File: config.mk
export PLATFORM = sky130hd
export DESIGN_NAME = store_commit
export DESIGN_NICKNAME = d
export VERILOG_FILES = /design/src/rtl/lsq_pkg.sv /design/src/rtl/store_data_buffer.sv /design/src/rtl/store_issue_queue.sv /design/src/rtl/store_port_lane.sv /design/src/rtl/store_commit.sv
export SDC_FILE = /design/constraint.sdc
export NUM_CORES = 2
export LEC_CHECK = 0
export ABC_CLOCK_PERIOD_IN_PS = 17800
export BUFFER_PORTS_ARGS = -buffer_cell sky130_fd_sc_hd__buf_2
export CELL_PAD_IN_SITES_DETAIL_PLACEMENT = 0
export CELL_PAD_IN_SITES_GLOBAL_PLACEMENT = 2
export CORE_MARGIN = 3
export CORE_UTILIZATION = 32
export CTS_BUF_LIST = sky130_fd_sc_hd__clkbuf_16
export DETAILED_ROUTE_END_ITERATION = 7
export PLACE_DENSITY = 0.61
export SKIP_CTS_REPAIR_TIMING = 1
export SLEW_MARGIN = 5
export SYNTH_ARGS = -nofsm -noshare
export SYNTH_HDL_FRONTEND = slang
export SYNTH_SLANG_ARGS = --single-unit
File: constraint.sdc
create_clock -name clk -period 17.8 [get_ports clk]
set_input_delay 0.89 -clock clk [delete_from_list [all_inputs] [get_ports clk]]
set_output_delay 0.89 -clock clk [all_outputs]
set_load 0.01 [all_outputs]
File: src/rtl/lsq_pkg.sv
`default_nettype none

package lsq_pkg;

  // write queue slots
  localparam int wq_width = 5;
  localparam int wq_slots = 32;

  // data cache banks, 4 bytes each
  localparam int bank_width = 3;
  localparam int bank_count = 8;
  localparam int low_width = 2;
  localparam int ben_width = 4;

  localparam int data_width = 64;
  // three banks of aligned store data
  localparam int line_width = 96;

  localparam int queue_depth = 8;
  localparam int queue_ptr_width = $clog2(queue_depth);
  localparam int queue_cnt_width = $clog2(queue_depth + 1);

  localparam int port_count = 2;

  // byte offset of the last stored byte, counted from the start bank
  localparam int last_width = low_width + 2;

  typedef enum logic [1:0] {
    size_byte  = 2'd0,
    size_half  = 2'd1,
    size_word  = 2'd2,
    size_dword = 2'd3
  } store_size_e;

  // low + bytes - 1, so bits above low_width give the bank span
  function automatic logic [last_width-1:0] last_byte(
    input logic [low_width-1:0] low,
    input store_size_e size
  );
    return {2'b00, low} + (4'd1 << size) - 4'd1;
  endfunction

endpackage

`default_nettype wire

File: src/rtl/store_data_buffer.sv
`timescale 1ns/10ps
`default_nettype none

module store_data_buffer (
  input  logic clk,
  input  logic rst_n,
  input  logic [lsq_pkg::port_count-1:0] wdata_en,
  input  logic [lsq_pkg::port_count-1:0][lsq_pkg::wq_width-1:0] wdata_wq,
  input  logic [lsq_pkg::port_count-1:0][lsq_pkg::data_width-1:0] wdata_data,
  input  logic [lsq_pkg::port_count-1:0][lsq_pkg::wq_width-1:0] head_wq,
  input  logic [lsq_pkg::port_count-1:0] issue_en,
  output logic [lsq_pkg::port_count-1:0] slot_ready,
  output logic [lsq_pkg::port_count-1:0][lsq_pkg::data_width-1:0] read_data
);

  logic [lsq_pkg::data_width-1:0] mem [lsq_pkg::wq_slots];
  logic [lsq_pkg::wq_slots-1:0] ready;
  logic write_free_hit;

  // data slots
  always_ff @(posedge clk) begin
    for (int p = 0; p < lsq_pkg::port_count; p++) begin
      if (wdata_en[p]) begin
        mem[wdata_wq[p]] <= wdata_data[p];
      end
    end
  end

  // ready bits, set by a write and cleared when the slot issues
  always_ff @(posedge clk) begin
    if (!rst_n) begin
      ready <= '0;
    end else begin
      for (int p = 0; p < lsq_pkg::port_count; p++) begin
        if (issue_en[p]) begin
          ready[head_wq[p]] <= 1'b0;
        end
      end
      for (int p = 0; p < lsq_pkg::port_count; p++) begin
        if (wdata_en[p]) begin
          ready[wdata_wq[p]] <= 1'b1;
        end
      end
    end
  end

  // heads read combinationally
  always_comb begin
    for (int p = 0; p < lsq_pkg::port_count; p++) begin
      slot_ready[p] = ready[head_wq[p]];
      read_data[p] = mem[head_wq[p]];
    end
  end

  always_comb begin
    write_free_hit = 1'b0;
    for (int p = 0; p < lsq_pkg::port_count; p++) begin
      for (int q = 0; q < lsq_pkg::port_count; q++) begin
        if (wdata_en[p] && issue_en[q] && wdata_wq[p] == head_wq[q]) begin
          write_free_hit = 1'b1;
        end
      end
    end
  end

  // a slot cannot be refilled while the queue frees it
  a_no_write_on_free: assert property (
    @(posedge clk) disable iff (!rst_n) !write_free_hit
  ) else $error("data write to a slot that issues in the same cycle");

  a_no_dual_write: assert property (
    @(posedge clk) disable iff (!rst_n)
    !(&wdata_en && wdata_wq[0] == wdata_wq[1])
  ) else $error("both data ports write slot %0d", wdata_wq[0]);

endmodule

`default_nettype wire

File: src/rtl/store_issue_queue.sv
`timescale 1ns/10ps
`default_nettype none

module store_issue_queue (
  input  logic clk,
  input  logic rst_n,
  input  logic st_stall,
  input  logic push_en,
  input  logic [lsq_pkg::wq_width-1:0] push_wq,
  input  logic [lsq_pkg::bank_width-1:0] push_bank,
  input  logic [lsq_pkg::low_width-1:0] push_low,
  input  lsq_pkg::store_size_e push_size,
  input  logic [lsq_pkg::port_count-1:0] slot_ready,
  output logic [lsq_pkg::port_count-1:0][lsq_pkg::wq_width-1:0] head_wq,
  output logic queue_full,
  output logic [lsq_pkg::port_count-1:0] issue_en,
  output logic [lsq_pkg::port_count-1:0][lsq_pkg::wq_width-1:0] issue_wq,
  output logic [lsq_pkg::port_count-1:0][lsq_pkg::bank_width-1:0] issue_bank,
  output logic [lsq_pkg::port_count-1:0][lsq_pkg::low_width-1:0] issue_low,
  output lsq_pkg::store_size_e [lsq_pkg::port_count-1:0] issue_size
);

  logic [lsq_pkg::wq_width-1:0] e_wq [lsq_pkg::queue_depth];
  logic [lsq_pkg::bank_width-1:0] e_bank [lsq_pkg::queue_depth];
  logic [lsq_pkg::low_width-1:0] e_low [lsq_pkg::queue_depth];
  lsq_pkg::store_size_e e_size [lsq_pkg::queue_depth];

  logic [lsq_pkg::queue_ptr_width-1:0] rd_ptr;
  logic [lsq_pkg::queue_ptr_width-1:0] rd_ptr_1;
  logic [lsq_pkg::queue_ptr_width-1:0] wr_ptr;
  logic [lsq_pkg::queue_cnt_width-1:0] count;
  logic stall_q;
  logic [1:0] pop_num;
  logic [lsq_pkg::bank_count-1:0] mask0;
  logic [lsq_pkg::bank_count-1:0] mask1;

  // banks from the start bank through the end bank with wrap at the top
  function automatic logic [lsq_pkg::bank_count-1:0] bank_mask(
    input logic [lsq_pkg::bank_width-1:0] bank,
    input logic [lsq_pkg::low_width-1:0] low,
    input lsq_pkg::store_size_e size
  );
    logic [lsq_pkg::last_width-1:0] last;
    logic [lsq_pkg::bank_width-1:0] idx;
    logic [lsq_pkg::bank_count-1:0] mask;
    last = lsq_pkg::last_byte(low, size);
    mask = '0;
    idx = bank;
    for (int i = 0; i < 3; i++) begin
      if (i <= int'(last[lsq_pkg::last_width-1:lsq_pkg::low_width])) begin
        mask[idx] = 1'b1;
      end
      idx = idx + 1'b1;
    end
    return mask;
  endfunction

  assign rd_ptr_1 = rd_ptr + 1'b1;

  always_comb begin
    issue_wq[0] = e_wq[rd_ptr];
    issue_bank[0] = e_bank[rd_ptr];
    issue_low[0] = e_low[rd_ptr];
    issue_size[0] = e_size[rd_ptr];
    issue_wq[1] = e_wq[rd_ptr_1];
    issue_bank[1] = e_bank[rd_ptr_1];
    issue_low[1] = e_low[rd_ptr_1];
    issue_size[1] = e_size[rd_ptr_1];
  end

  assign head_wq = issue_wq;

  assign mask0 = bank_mask(issue_bank[0], issue_low[0], issue_size[0]);
  assign mask1 = bank_mask(issue_bank[1], issue_low[1], issue_size[1]);

  // dual issue only behind head 0 and on disjoint banks
  assign issue_en[0] = (count != '0) && !stall_q && slot_ready[0];
  assign issue_en[1] = issue_en[0] && (count > 1) && slot_ready[1] &&
                       ((mask0 & mask1) == '0);

  // 2'b10 for two pops, 2'b01 for one
  assign pop_num = {issue_en[1], issue_en[0] ^ issue_en[1]};

  assign queue_full = (count == lsq_pkg::queue_depth);

  always_ff @(posedge clk) begin
    if (push_en) begin
      e_wq[wr_ptr] <= push_wq;
      e_bank[wr_ptr] <= push_bank;
      e_low[wr_ptr] <= push_low;
      e_size[wr_ptr] <= push_size;
    end
  end

  always_ff @(posedge clk) begin
    if (!rst_n) begin
      rd_ptr <= '0;
      wr_ptr <= '0;
      count <= '0;
      stall_q <= 1'b0;
    end else begin
      stall_q <= st_stall;
      rd_ptr <= rd_ptr + {{(lsq_pkg::queue_ptr_width - 2){1'b0}}, pop_num};
      if (push_en) begin
        wr_ptr <= wr_ptr + 1'b1;
      end
      count <= count + {{(lsq_pkg::queue_cnt_width - 1){1'b0}}, push_en}
                     - {{(lsq_pkg::queue_cnt_width - 2){1'b0}}, pop_num};
    end
  end

  a_no_push_full: assert property (
    @(posedge clk) disable iff (!rst_n) push_en |-> !queue_full
  ) else $error("store pushed into a full issue queue");

endmodule

`default_nettype wire

File: src/rtl/store_port_lane.sv
`timescale 1ns/10ps
`default_nettype none

module store_port_lane (
  input  logic clk,
  input  logic rst_n,
  input  logic issue_en,
  input  logic [lsq_pkg::wq_width-1:0] issue_wq,
  input  logic [lsq_pkg::bank_width-1:0] issue_bank,
  input  logic [lsq_pkg::low_width-1:0] issue_low,
  input  lsq_pkg::store_size_e issue_size,
  input  logic [lsq_pkg::data_width-1:0] read_data,
  output logic st_en,
  output logic [lsq_pkg::wq_width-1:0] st_wq,
  output logic [lsq_pkg::bank_width-1:0] st_bank,
  output logic [lsq_pkg::bank_width-1:0] st_end_bank,
  output logic [lsq_pkg::ben_width-1:0] st_bgn_ben,
  output logic [lsq_pkg::ben_width-1:0] st_end_ben,
  output logic [lsq_pkg::line_width-1:0] st_data
);

  logic [lsq_pkg::last_width-1:0] last;
  logic [1:0] span;
  logic [lsq_pkg::bank_width-1:0] end_bank;
  logic [lsq_pkg::ben_width-1:0] bgn_ben;
  logic [lsq_pkg::ben_width-1:0] end_ben;
  logic [lsq_pkg::data_width-1:0] kept;
  logic [lsq_pkg::line_width-1:0] aligned;

  assign last = lsq_pkg::last_byte(issue_low, issue_size);
  // banks crossed past the start bank
  assign span = last[lsq_pkg::last_width-1:lsq_pkg::low_width];
  assign end_bank = issue_bank + {1'b0, span};

  always_comb begin
    for (int i = 0; i < lsq_pkg::ben_width; i++) begin
      bgn_ben[i] = (i >= int'(issue_low)) && (i <= int'(last));
      if (span == 2'd0) begin
        end_ben[i] = bgn_ben[i];
      end else begin
        end_ben[i] = i <= int'(last[lsq_pkg::low_width-1:0]);
      end
    end
  end

  // keep the stored bytes only, then move them up to the offset
  always_comb begin
    for (int b = 0; b < lsq_pkg::data_width / 8; b++) begin
      if (b < (1 << issue_size)) begin
        kept[8*b +: 8] = read_data[8*b +: 8];
      end else begin
        kept[8*b +: 8] = 8'h00;
      end
    end
    aligned = {{(lsq_pkg::line_width - lsq_pkg::data_width){1'b0}}, kept}
              << {issue_low, 3'b000};
  end

  always_ff @(posedge clk) begin
    if (!rst_n) begin
      st_en <= 1'b0;
    end else begin
      st_en <= issue_en;
    end
  end

  always_ff @(posedge clk) begin
    if (issue_en) begin
      st_wq <= issue_wq;
      st_bank <= issue_bank;
      st_end_bank <= end_bank;
      st_bgn_ben <= bgn_ben;
      st_end_ben <= end_ben;
      st_data <= aligned;
    end
  end

endmodule

`default_nettype wire

File: src/rtl/store_commit.sv
`timescale 1ns/10ps
`default_nettype none

module store_commit (
  input  logic clk,
  input  logic rst_n,
  input  logic push_en,
  input  logic [lsq_pkg::wq_width-1:0] push_wq,
  input  logic [lsq_pkg::bank_width-1:0] push_bank,
  input  logic [lsq_pkg::low_width-1:0] push_low,
  input  lsq_pkg::store_size_e push_size,
  input  logic [lsq_pkg::port_count-1:0] wdata_en,
  input  logic [lsq_pkg::port_count-1:0][lsq_pkg::wq_width-1:0] wdata_wq,
  input  logic [lsq_pkg::port_count-1:0][lsq_pkg::data_width-1:0] wdata_data,
  input  logic st_stall,
  output logic queue_full,
  output logic [lsq_pkg::port_count-1:0] st_en,
  output logic [lsq_pkg::port_count-1:0][lsq_pkg::wq_width-1:0] st_wq,
  output logic [lsq_pkg::port_count-1:0][lsq_pkg::bank_width-1:0] st_bank,
  output logic [lsq_pkg::port_count-1:0][lsq_pkg::bank_width-1:0] st_end_bank,
  output logic [lsq_pkg::port_count-1:0][lsq_pkg::ben_width-1:0] st_bgn_ben,
  output logic [lsq_pkg::port_count-1:0][lsq_pkg::ben_width-1:0] st_end_ben,
  output logic [lsq_pkg::port_count-1:0][lsq_pkg::line_width-1:0] st_data
);

  logic [lsq_pkg::port_count-1:0][lsq_pkg::wq_width-1:0] head_wq;
  logic [lsq_pkg::port_count-1:0] slot_ready;
  logic [lsq_pkg::port_count-1:0][lsq_pkg::data_width-1:0] read_data;
  logic [lsq_pkg::port_count-1:0] issue_en;
  logic [lsq_pkg::port_count-1:0][lsq_pkg::wq_width-1:0] issue_wq;
  logic [lsq_pkg::port_count-1:0][lsq_pkg::bank_width-1:0] issue_bank;
  logic [lsq_pkg::port_count-1:0][lsq_pkg::low_width-1:0] issue_low;
  lsq_pkg::store_size_e [lsq_pkg::port_count-1:0] issue_size;

  store_issue_queue siq (
    .clk(clk),
    .rst_n(rst_n),
    .st_stall(st_stall),
    .push_en(push_en),
    .push_wq(push_wq),
    .push_bank(push_bank),
    .push_low(push_low),
    .push_size(push_size),
    .slot_ready(slot_ready),
    .head_wq(head_wq),
    .queue_full(queue_full),
    .issue_en(issue_en),
    .issue_wq(issue_wq),
    .issue_bank(issue_bank),
    .issue_low(issue_low),
    .issue_size(issue_size)
  );

  store_data_buffer sdb (
    .clk(clk),
    .rst_n(rst_n),
    .wdata_en(wdata_en),
    .wdata_wq(wdata_wq),
    .wdata_data(wdata_data),
    .head_wq(head_wq),
    .issue_en(issue_en),
    .slot_ready(slot_ready),
    .read_data(read_data)
  );

  // one lane per data cache store port
  for (genvar p = 0; p < lsq_pkg::port_count; p++) begin : g_lane
    store_port_lane lane (
      .clk(clk),
      .rst_n(rst_n),
      .issue_en(issue_en[p]),
      .issue_wq(issue_wq[p]),
      .issue_bank(issue_bank[p]),
      .issue_low(issue_low[p]),
      .issue_size(issue_size[p]),
      .read_data(read_data[p]),
      .st_en(st_en[p]),
      .st_wq(st_wq[p]),
      .st_bank(st_bank[p]),
      .st_end_bank(st_end_bank[p]),
      .st_bgn_ben(st_bgn_ben[p]),
      .st_end_ben(st_end_ben[p]),
      .st_data(st_data[p])
    );
  end

endmodule

`default_nettype wire

# After elaboration in Yosys (flattened, before gate mapping)

Memories as Yosys holds them, arrays and structs flattened. A register that Yosys moved wholly into a read port is not among the register bits.
Index checks and enable logic that the tools add are counted.

$add $sub $neg: 15
Order comparisons: 59
Equal/unequal tests: 1
Shifts and indexed selects: 6
Muxes and demuxes: 67
Bitwise logic cells: 12
Reductions and logical operators: 24

Operator list:

| cell                   | number |
|---|---|
| $lt A4 B32 Y1 const A  | 8 |
| $mux W32               | 7 |
| $shl A64 B5 Y96        | 2 |
| $mux W8                | 20 |
| $lt A3 B32 Y1 const A  | 4 |
| $and A32 B32 Y32       | 2 |
| $lt A1 B32 Y1 const A  | 2 |
| $lt A2 B32 Y1 const A  | 2 |
| $not A32 Y32           | 2 |
| $or A32 B32 Y32        | 2 |
| $shl A1 B2 Y32 const A | 2 |
| $or A8 B8 Y8           | 4 |
| $lt A3 B4 Y1 const B   | 6 |
| $lt A5 B6 Y1 const B   | 4 |
| $mux W1                | 24 |
| $demux W1 S5           | 4 |
| $ge A5 B1 Y1 const B   | 4 |
| $logic_and A1 B1 Y1    | 19 |
| $add A3 B1 Y3 const B  | 6 |
| $demux W1 S3           | 6 |
| $ge A3 B1 Y1 const B   | 6 |
| $le A2 B4 Y1 const A   | 4 |
| $le A2 B2 Y1 const A   | 6 |
| $mux W3                | 4 |
| other kinds (19)       | 34 |

Register bits after elaboration: 275
Bits in writable memories: 2144
Input port bits: 156
Output and inout bits: 233
Logic and storage cells: 210
Memories kept: 5

Memory list:

| name       | depth | bits a word | read ports | clocked after memory_dff | write ports | RTL line                | RTL |
|---|---|---|---|---|---|---|---|
| sdb.mem    | 32    | 64          | 2          | 0                        | 2           | store_data_buffer.sv:16 | `logic [lsq_pkg::data_width-1:0] mem [lsq_pkg::wq_slots];` |
| siq.e_wq   | 8     | 5           | 2          | 1                        | 1           | store_issue_queue.sv:23 | `logic [lsq_pkg::wq_width-1:0] e_wq [lsq_pkg::queue_depth];` |
| siq.e_bank | 8     | 3           | 2          | 1                        | 1           | store_issue_queue.sv:24 | `logic [lsq_pkg::bank_width-1:0] e_bank [lsq_pkg::queue_depth];` |
| siq.e_low  | 8     | 2           | 2          | 1                        | 1           | store_issue_queue.sv:25 | `logic [lsq_pkg::low_width-1:0] e_low [lsq_pkg::queue_depth];` |
| siq.e_size | 8     | 2           | 2          | 1                        | 1           | store_issue_queue.sv:26 | `lsq_pkg::store_size_e e_size [lsq_pkg::queue_depth];` |

# Depth between registers and ports, before layout

An unclocked memory read counts as a cell.

Depth after elaboration: 21
Gate-level depth with buffers: 34

# Hierarchy

Synthesis repeated with hierarchy kept, for this count alone.

Cell total of the unflattened synthesis: 10130
Area, all modules: 137893.5 µm²

By module, submodules not included:

| module                            | times used | cells each | area each (µm²) | seq. area each (µm²) |
|---|---|---|---|---|
| store_data_buffer                 | 1          | 8996       | 121551.6        | 62139.6 |
| store_issue_queue                 | 1          | 379        | 5860.6          | 3103.0 |
| store_port_lane at g_lane[1].lane | 1          | 379        | 5256.3          | 3233.1 |
| store_port_lane at g_lane[0].lane | 1          | 376        | 5225.0          | 3233.1 |

# Least setup slack after synthesis

OpenSTA, ideal clock, no wires.

Path kind: register to register
Start point: register siq.rd_ptr[1] in the netlist's numbering
End point: register siq.rd_ptr[1] in the netlist's numbering
Library setup time: 115 ps
Arrival: 9362 ps
Data required time: 17685 ps
Path slack: 8323 ps
Cell stages (with the launch flop): 29
Period minus slack after synthesis: 9477 ps
Cell sequence: dfxtp_1 ha_1 buf_4 buf_6 buf_2 buf_4 mux4_2 nand2_1 nand2_1 inv_1 clkbuf_1 clkbuf_1 ha_1 inv_1 ha_1 inv_1 fa_1 xnor2_1 inv_1 nor2_1 nor2_1 a21oi_1 a311oi_1 or4_4 buf_6 nor3_1 and2_1 fa_1 and2_1

Longest elaborated chain between the ends: 16
Elaborated cells between the ends (all ways): 39
Those cells by class: add/sub: 6; order compare: 8; shift: 1; mux: 10; bitwise: 4; reduce/logical: 6; memory: 4

Ends and longest elaborated chain:

| what                                                  | RTL line                 | RTL |
|---|---|---|
| from (decl)                                           | store_issue_queue.sv:28  | `logic [lsq_pkg::queue_ptr_width-1:0] rd_ptr;` |
| from (signal assigned)                                | store_issue_queue.sv:103 | `rd_ptr <= rd_ptr + {{(lsq_pkg::queue_ptr_width - 2){1'b0}}, pop_num};` |
| $add A3 B1 Y3 *                                       | store_issue_queue.sv:58  | `assign rd_ptr_1 = rd_ptr + 1'b1;` |
| branches (longest 12 deep; another with $lt A3 B4 Y1) | --                       |  |
| $logic_and A1 B1 Y1 *                                 | store_issue_queue.sv:78  | `assign issue_en[1] = issue_en[0] && (count > 1) && slot_ready[1] &&` |
| net g_lane[1].lane.issue_en                           | store_port_lane.sv:7     | `input logic issue_en,` |
| $xor A1 B1 Y1                                         | store_issue_queue.sv:82  | `assign pop_num = {issue_en[1], issue_en[0] ^ issue_en[1]};` |
| $add A3 B2 Y3 *                                       | store_issue_queue.sv:103 |  |

Mark *: on every way through the listed nets, which the timed path passes. The select of a mux whose other input is x is not followed.
A chain may end at the register's enable or synchronous reset.

# Final worst setup path

Start point: register siq.rd_ptr[2] in the netlist's numbering
End point: register g_lane[1].lane.st_data[60] in the netlist's numbering, enable pin

Longest elaborated chain between the ends: 14
Elaborated cells between the ends (all ways): 37
Those cells by class: add/sub: 5; order compare: 8; shift: 1; mux: 10; bitwise: 3; reduce/logical: 6; memory: 4

Ends and longest elaborated chain:

| what                                                  | RTL line                | RTL |
|---|---|---|
| $add A3 B1 Y3 *                                       | store_issue_queue.sv:58 |  |
| branches (longest 12 deep; another with $lt A3 B4 Y1) | --                      |  |
| $logic_and A1 B1 Y1 *                                 | store_issue_queue.sv:78 |  |
| net g_lane[1].lane.issue_en                           | store_port_lane.sv:7    |  |
| to (signal assigned)                                  | store_port_lane.sv:74   | `st_data <= aligned;` |
| to (decl)                                             | store_port_lane.sv:19   | `output logic [lsq_pkg::line_width-1:0] st_data` |

Marks and branches as above.

==> metrics.txt <==
area grow syn2layout=11.7%; drt first pass iters=7; footprint of the multi-input gates=0.0683 mm2; Power Dens Cells=141 mW/mm2; layout cell share with drive strength beyond 1=0.314; Post-Route WL=773000 um; synthesized area per cell=12.1 um2; H-tree depth=5; Fin Setup TNS=0 ps; grt met2 use=0.481; Tcrit/Tclk final=0.503; top cell type by total area after synthesis=edfxtp_1; cells on worst reg2reg path=20; Req. time, crit path=18370 ps; largest family of logic cells by synthesized area=multiplexers; Max VDD drop=182 uV; setup repair after global routing missed its margin=false; post-synthesis compound-gate area fraction=0.101; DRT antenna net count=0; WP buf/inv=7; root buffer cell=clkbuf_16; die area=0.462 mm2; initial antenna violation count=155; Most used DFF post-synth=edfxtp_1; Sink Count=2403; Fin. Hold Viols=0; gr usage total=0.322; Unique masters post-synth=111; fmax=112 MHz; crit start category=register; asr flop ratio synth=0; Reg clk slew, reported paths=60 ps; largest net degree at the start of global routing=132; endpoints failing setup=0; crit end category=register; Slowest-stage cell, CP=buf_4; # DRC=0; crit-path max cell delay=850 ps; Vias/cell=6.48; min cycle time layout=8960 ps; CTS Buf Count=296; gr busiest metal=met2; PortBufs=372; fill cell count=43600; Clock Skews=45.0 ps; first-pass GRT wire length=1020000 um; Worst-Skew Late Latency=970 ps; routability cong.=0.869; DRT iter0 DRCs=17400; cells after synthesis=12000; # rows=246; worst setup path class=register to register; Max Fanout on Critical Path=76; Synth Area in Simple Gates=0.0817; Tot Pwr=22.9 mW; Slew @ Worst Pin=1460 ps; Max Buffers Root-to-Sink=4; Core ar.=0.450 mm2; WP data arrival=9530 ps; number of synthesized register bits=2403; sequential cell area=0.0717 mm2; M3 GR Usage=0.0936; post-synthesis cell area=0.145 mm2; final global-route overflow total=0; status=finished clean; critical path's most frequent cell=inv_1; fraction of synthesized cell area in xor and xnor cells=0.00132; HP Class=primary input to register; register area share after synthesis=0.494; static leakage=57.7 nW; Synth top area share=0.488; vias in the first global route=110000; Avg WL per Cell=43.3 um; post-detail-place hpwl=421000 um; CP Cell Sequence=buf_4 > clkinv_1 > mux2i_1 > inv_1 > nor2_1 > inv_1 > ha_1 > inv_1 > ha_1 > inv_1 > fa_1 > xnor2_1 > and2_0 > nor3_2 > a222oi_1 > o21bai_1 > nand4_2 > nor3_1 > and2_4 > buf_4; top cells by area, synth=edfxtp_1 (49%), mux2_2 (17%), mux2i_1 (8.7%); Initial Util=0.322; Slew HR=0.0238; die height=680 um; width of the die=680 um; post-synthesis adder-cell area fraction=0.00307; CTS tree=yes; Via Count=116000; met1 Use GR=0.427; nets=11800; cell family contributing the most delay on the critical path=simple AND/OR/NAND/NOR gates; hold path depth=1; multiplexer share of the synthesized area=0.273; Top-Level Pins=389; max cap viols=0; Ys Warns=0; Post-synth EDFFs=2358; Crit. path cell count=20; Final Max Tran Viols=0
[sequential cells by signal (all words and copies together) (netlist names)]
name / flops
siq.e_bank: 24
sdb.mem: 2048
g_lane.lane.st_bgn_ben: 8
g_lane.lane.st_bank: 6
siq.e_size: 16
siq.rd_ptr: 3
g_lane.lane.st_end_ben: 8
siq.e_wq: 40
siq.wr_ptr: 3
g_lane.lane.st_wq: 10
siq.count: 4
siq.e_low: 16
sdb.ready: 32
siq.stall_q: 1
g_lane.lane.st_end_bank: 6
g_lane.lane.st_en: 2
g_lane.lane.st_data: 176
[power by group]
part           leakage [nW]  internal, mW  switching, mW
sequential             21.7          6.65          0.139
combinational          31.3          3.06           7.18
clock                  4.67          3.30           2.59
total                  57.7          13.0           9.91
[logic make-up after synthesis]
kind of cell             count (synthesis)
other                                    1
AND/OR/NAND/NOR                       2347
multiplexers                          3576
adder cells (fa/ha/maj)                 32
AO/OA/AOI/OAI                         2062
XOR/XNOR                                18
flip-flops                            2403
buffers and inverters                 1557
[per-layer routing]
metal  vias to the layer above  wire length [um]
met1                     60400            309000
met4                        56             40700
met3                      1637             88800
li1                      45700                 -
met5                         -               380
met2                      7699            334000
[cells in the final DEF (no fill, tap or decap), types with 51 or more instances in the layout]
cell type / count
mux4_2: 72
and3_1: 688
a41oi_1: 69
mux2_2: 2235
inv_1: 175
edfxtp_1: 2358
a31oi_1: 209
a222oi_1: 51
nand4_1: 52
o22ai_1: 117
nand2_1: 993
nand3_1: 185
a211oi_1: 734
a21oi_1: 133
clkinv_1: 57
mux2i_1: 1258
buf_2: 372
nor2_1: 133
buf_4: 297
o21ai_0: 340
clkbuf_16: 309
diode_2: 76
[path summary, 6_finish.rpt]
path,startpoint,to,slack (ps)
max,siq.rd_ptr[2],g_lane[1].lane.st_data[60],8840
min,push_bank[0],siq.e_bank[3][0],220
max reg2reg,siq.rd_ptr[2],g_lane[1].lane.st_data[60],8840
min reg2reg,sdb.ready[14],sdb.ready[14],510
[cell type report]
type / count / share of cell area
sequential: 2403 / 0.442
inverter: 117 / 0.00302
multi-input combinational: 8051 / 0.421
clock buffer: 308 / 0.0475
clock inverter: 200 / 0.00780
timing repair buffer: 719 / 0.0315
antenna: 76 / 0.00117
tap: 5952 / 0.0459
[cell usage after synthesis, types with 14 or more instances]
cell type and number:
nand3b_1 15, o2111a_1 29, a21oi_1 138, a41oi_1 71
o211ai_1 14, nand2b_1 15, dfxtp_1 45, and2_1 40
a222oi_1 51, a31o_2 37, and3_1 688, or4b_1 24
buf_1 63, ha_1 26, buf_4 105, o21ai_0 354
o221a_2 49, o22ai_1 134, nor3_1 30, buf_2 246
nand3_1 188, nor4_1 17, nor4b_1 33, nand2_1 1011
nor2b_1 20, nor2_1 158, mux4_2 72, a311oi_1 45
a211oi_1 734, clkbuf_1 1007, a22oi_1 39, xnor2_1 14
a31oi_1 209, mux2i_1 1260, mux2_2 2235, inv_1 106
nand4_1 52, o2111ai_1 34, edfxtp_1 2358
[stage by stage]
| stage | utilization | area, um2 | setup WS [ps] | hold slack [ps] | cells |
|---|---|---|---|---|---|
| 3_3_place_gp | 0.340 | 153000 | 9150 | 488 | 17200 |
| 4_1_cts | 0.360 | 162000 | 8960 | 154 | 17700 |
| 6_report | 0.360 | 162000 | 8840 | 215 | 17800 |
| 2_1_floorplan | - | 145000 | 8320 | 461 | 12000 |
| 5_1_grt | 0.360 | 162000 | 8450 | 211 | 17800 |
| 3_5_place_dp | 0.340 | 153000 | 8990 | 490 | 17200 |
Power figures use the tool's default switching activity.
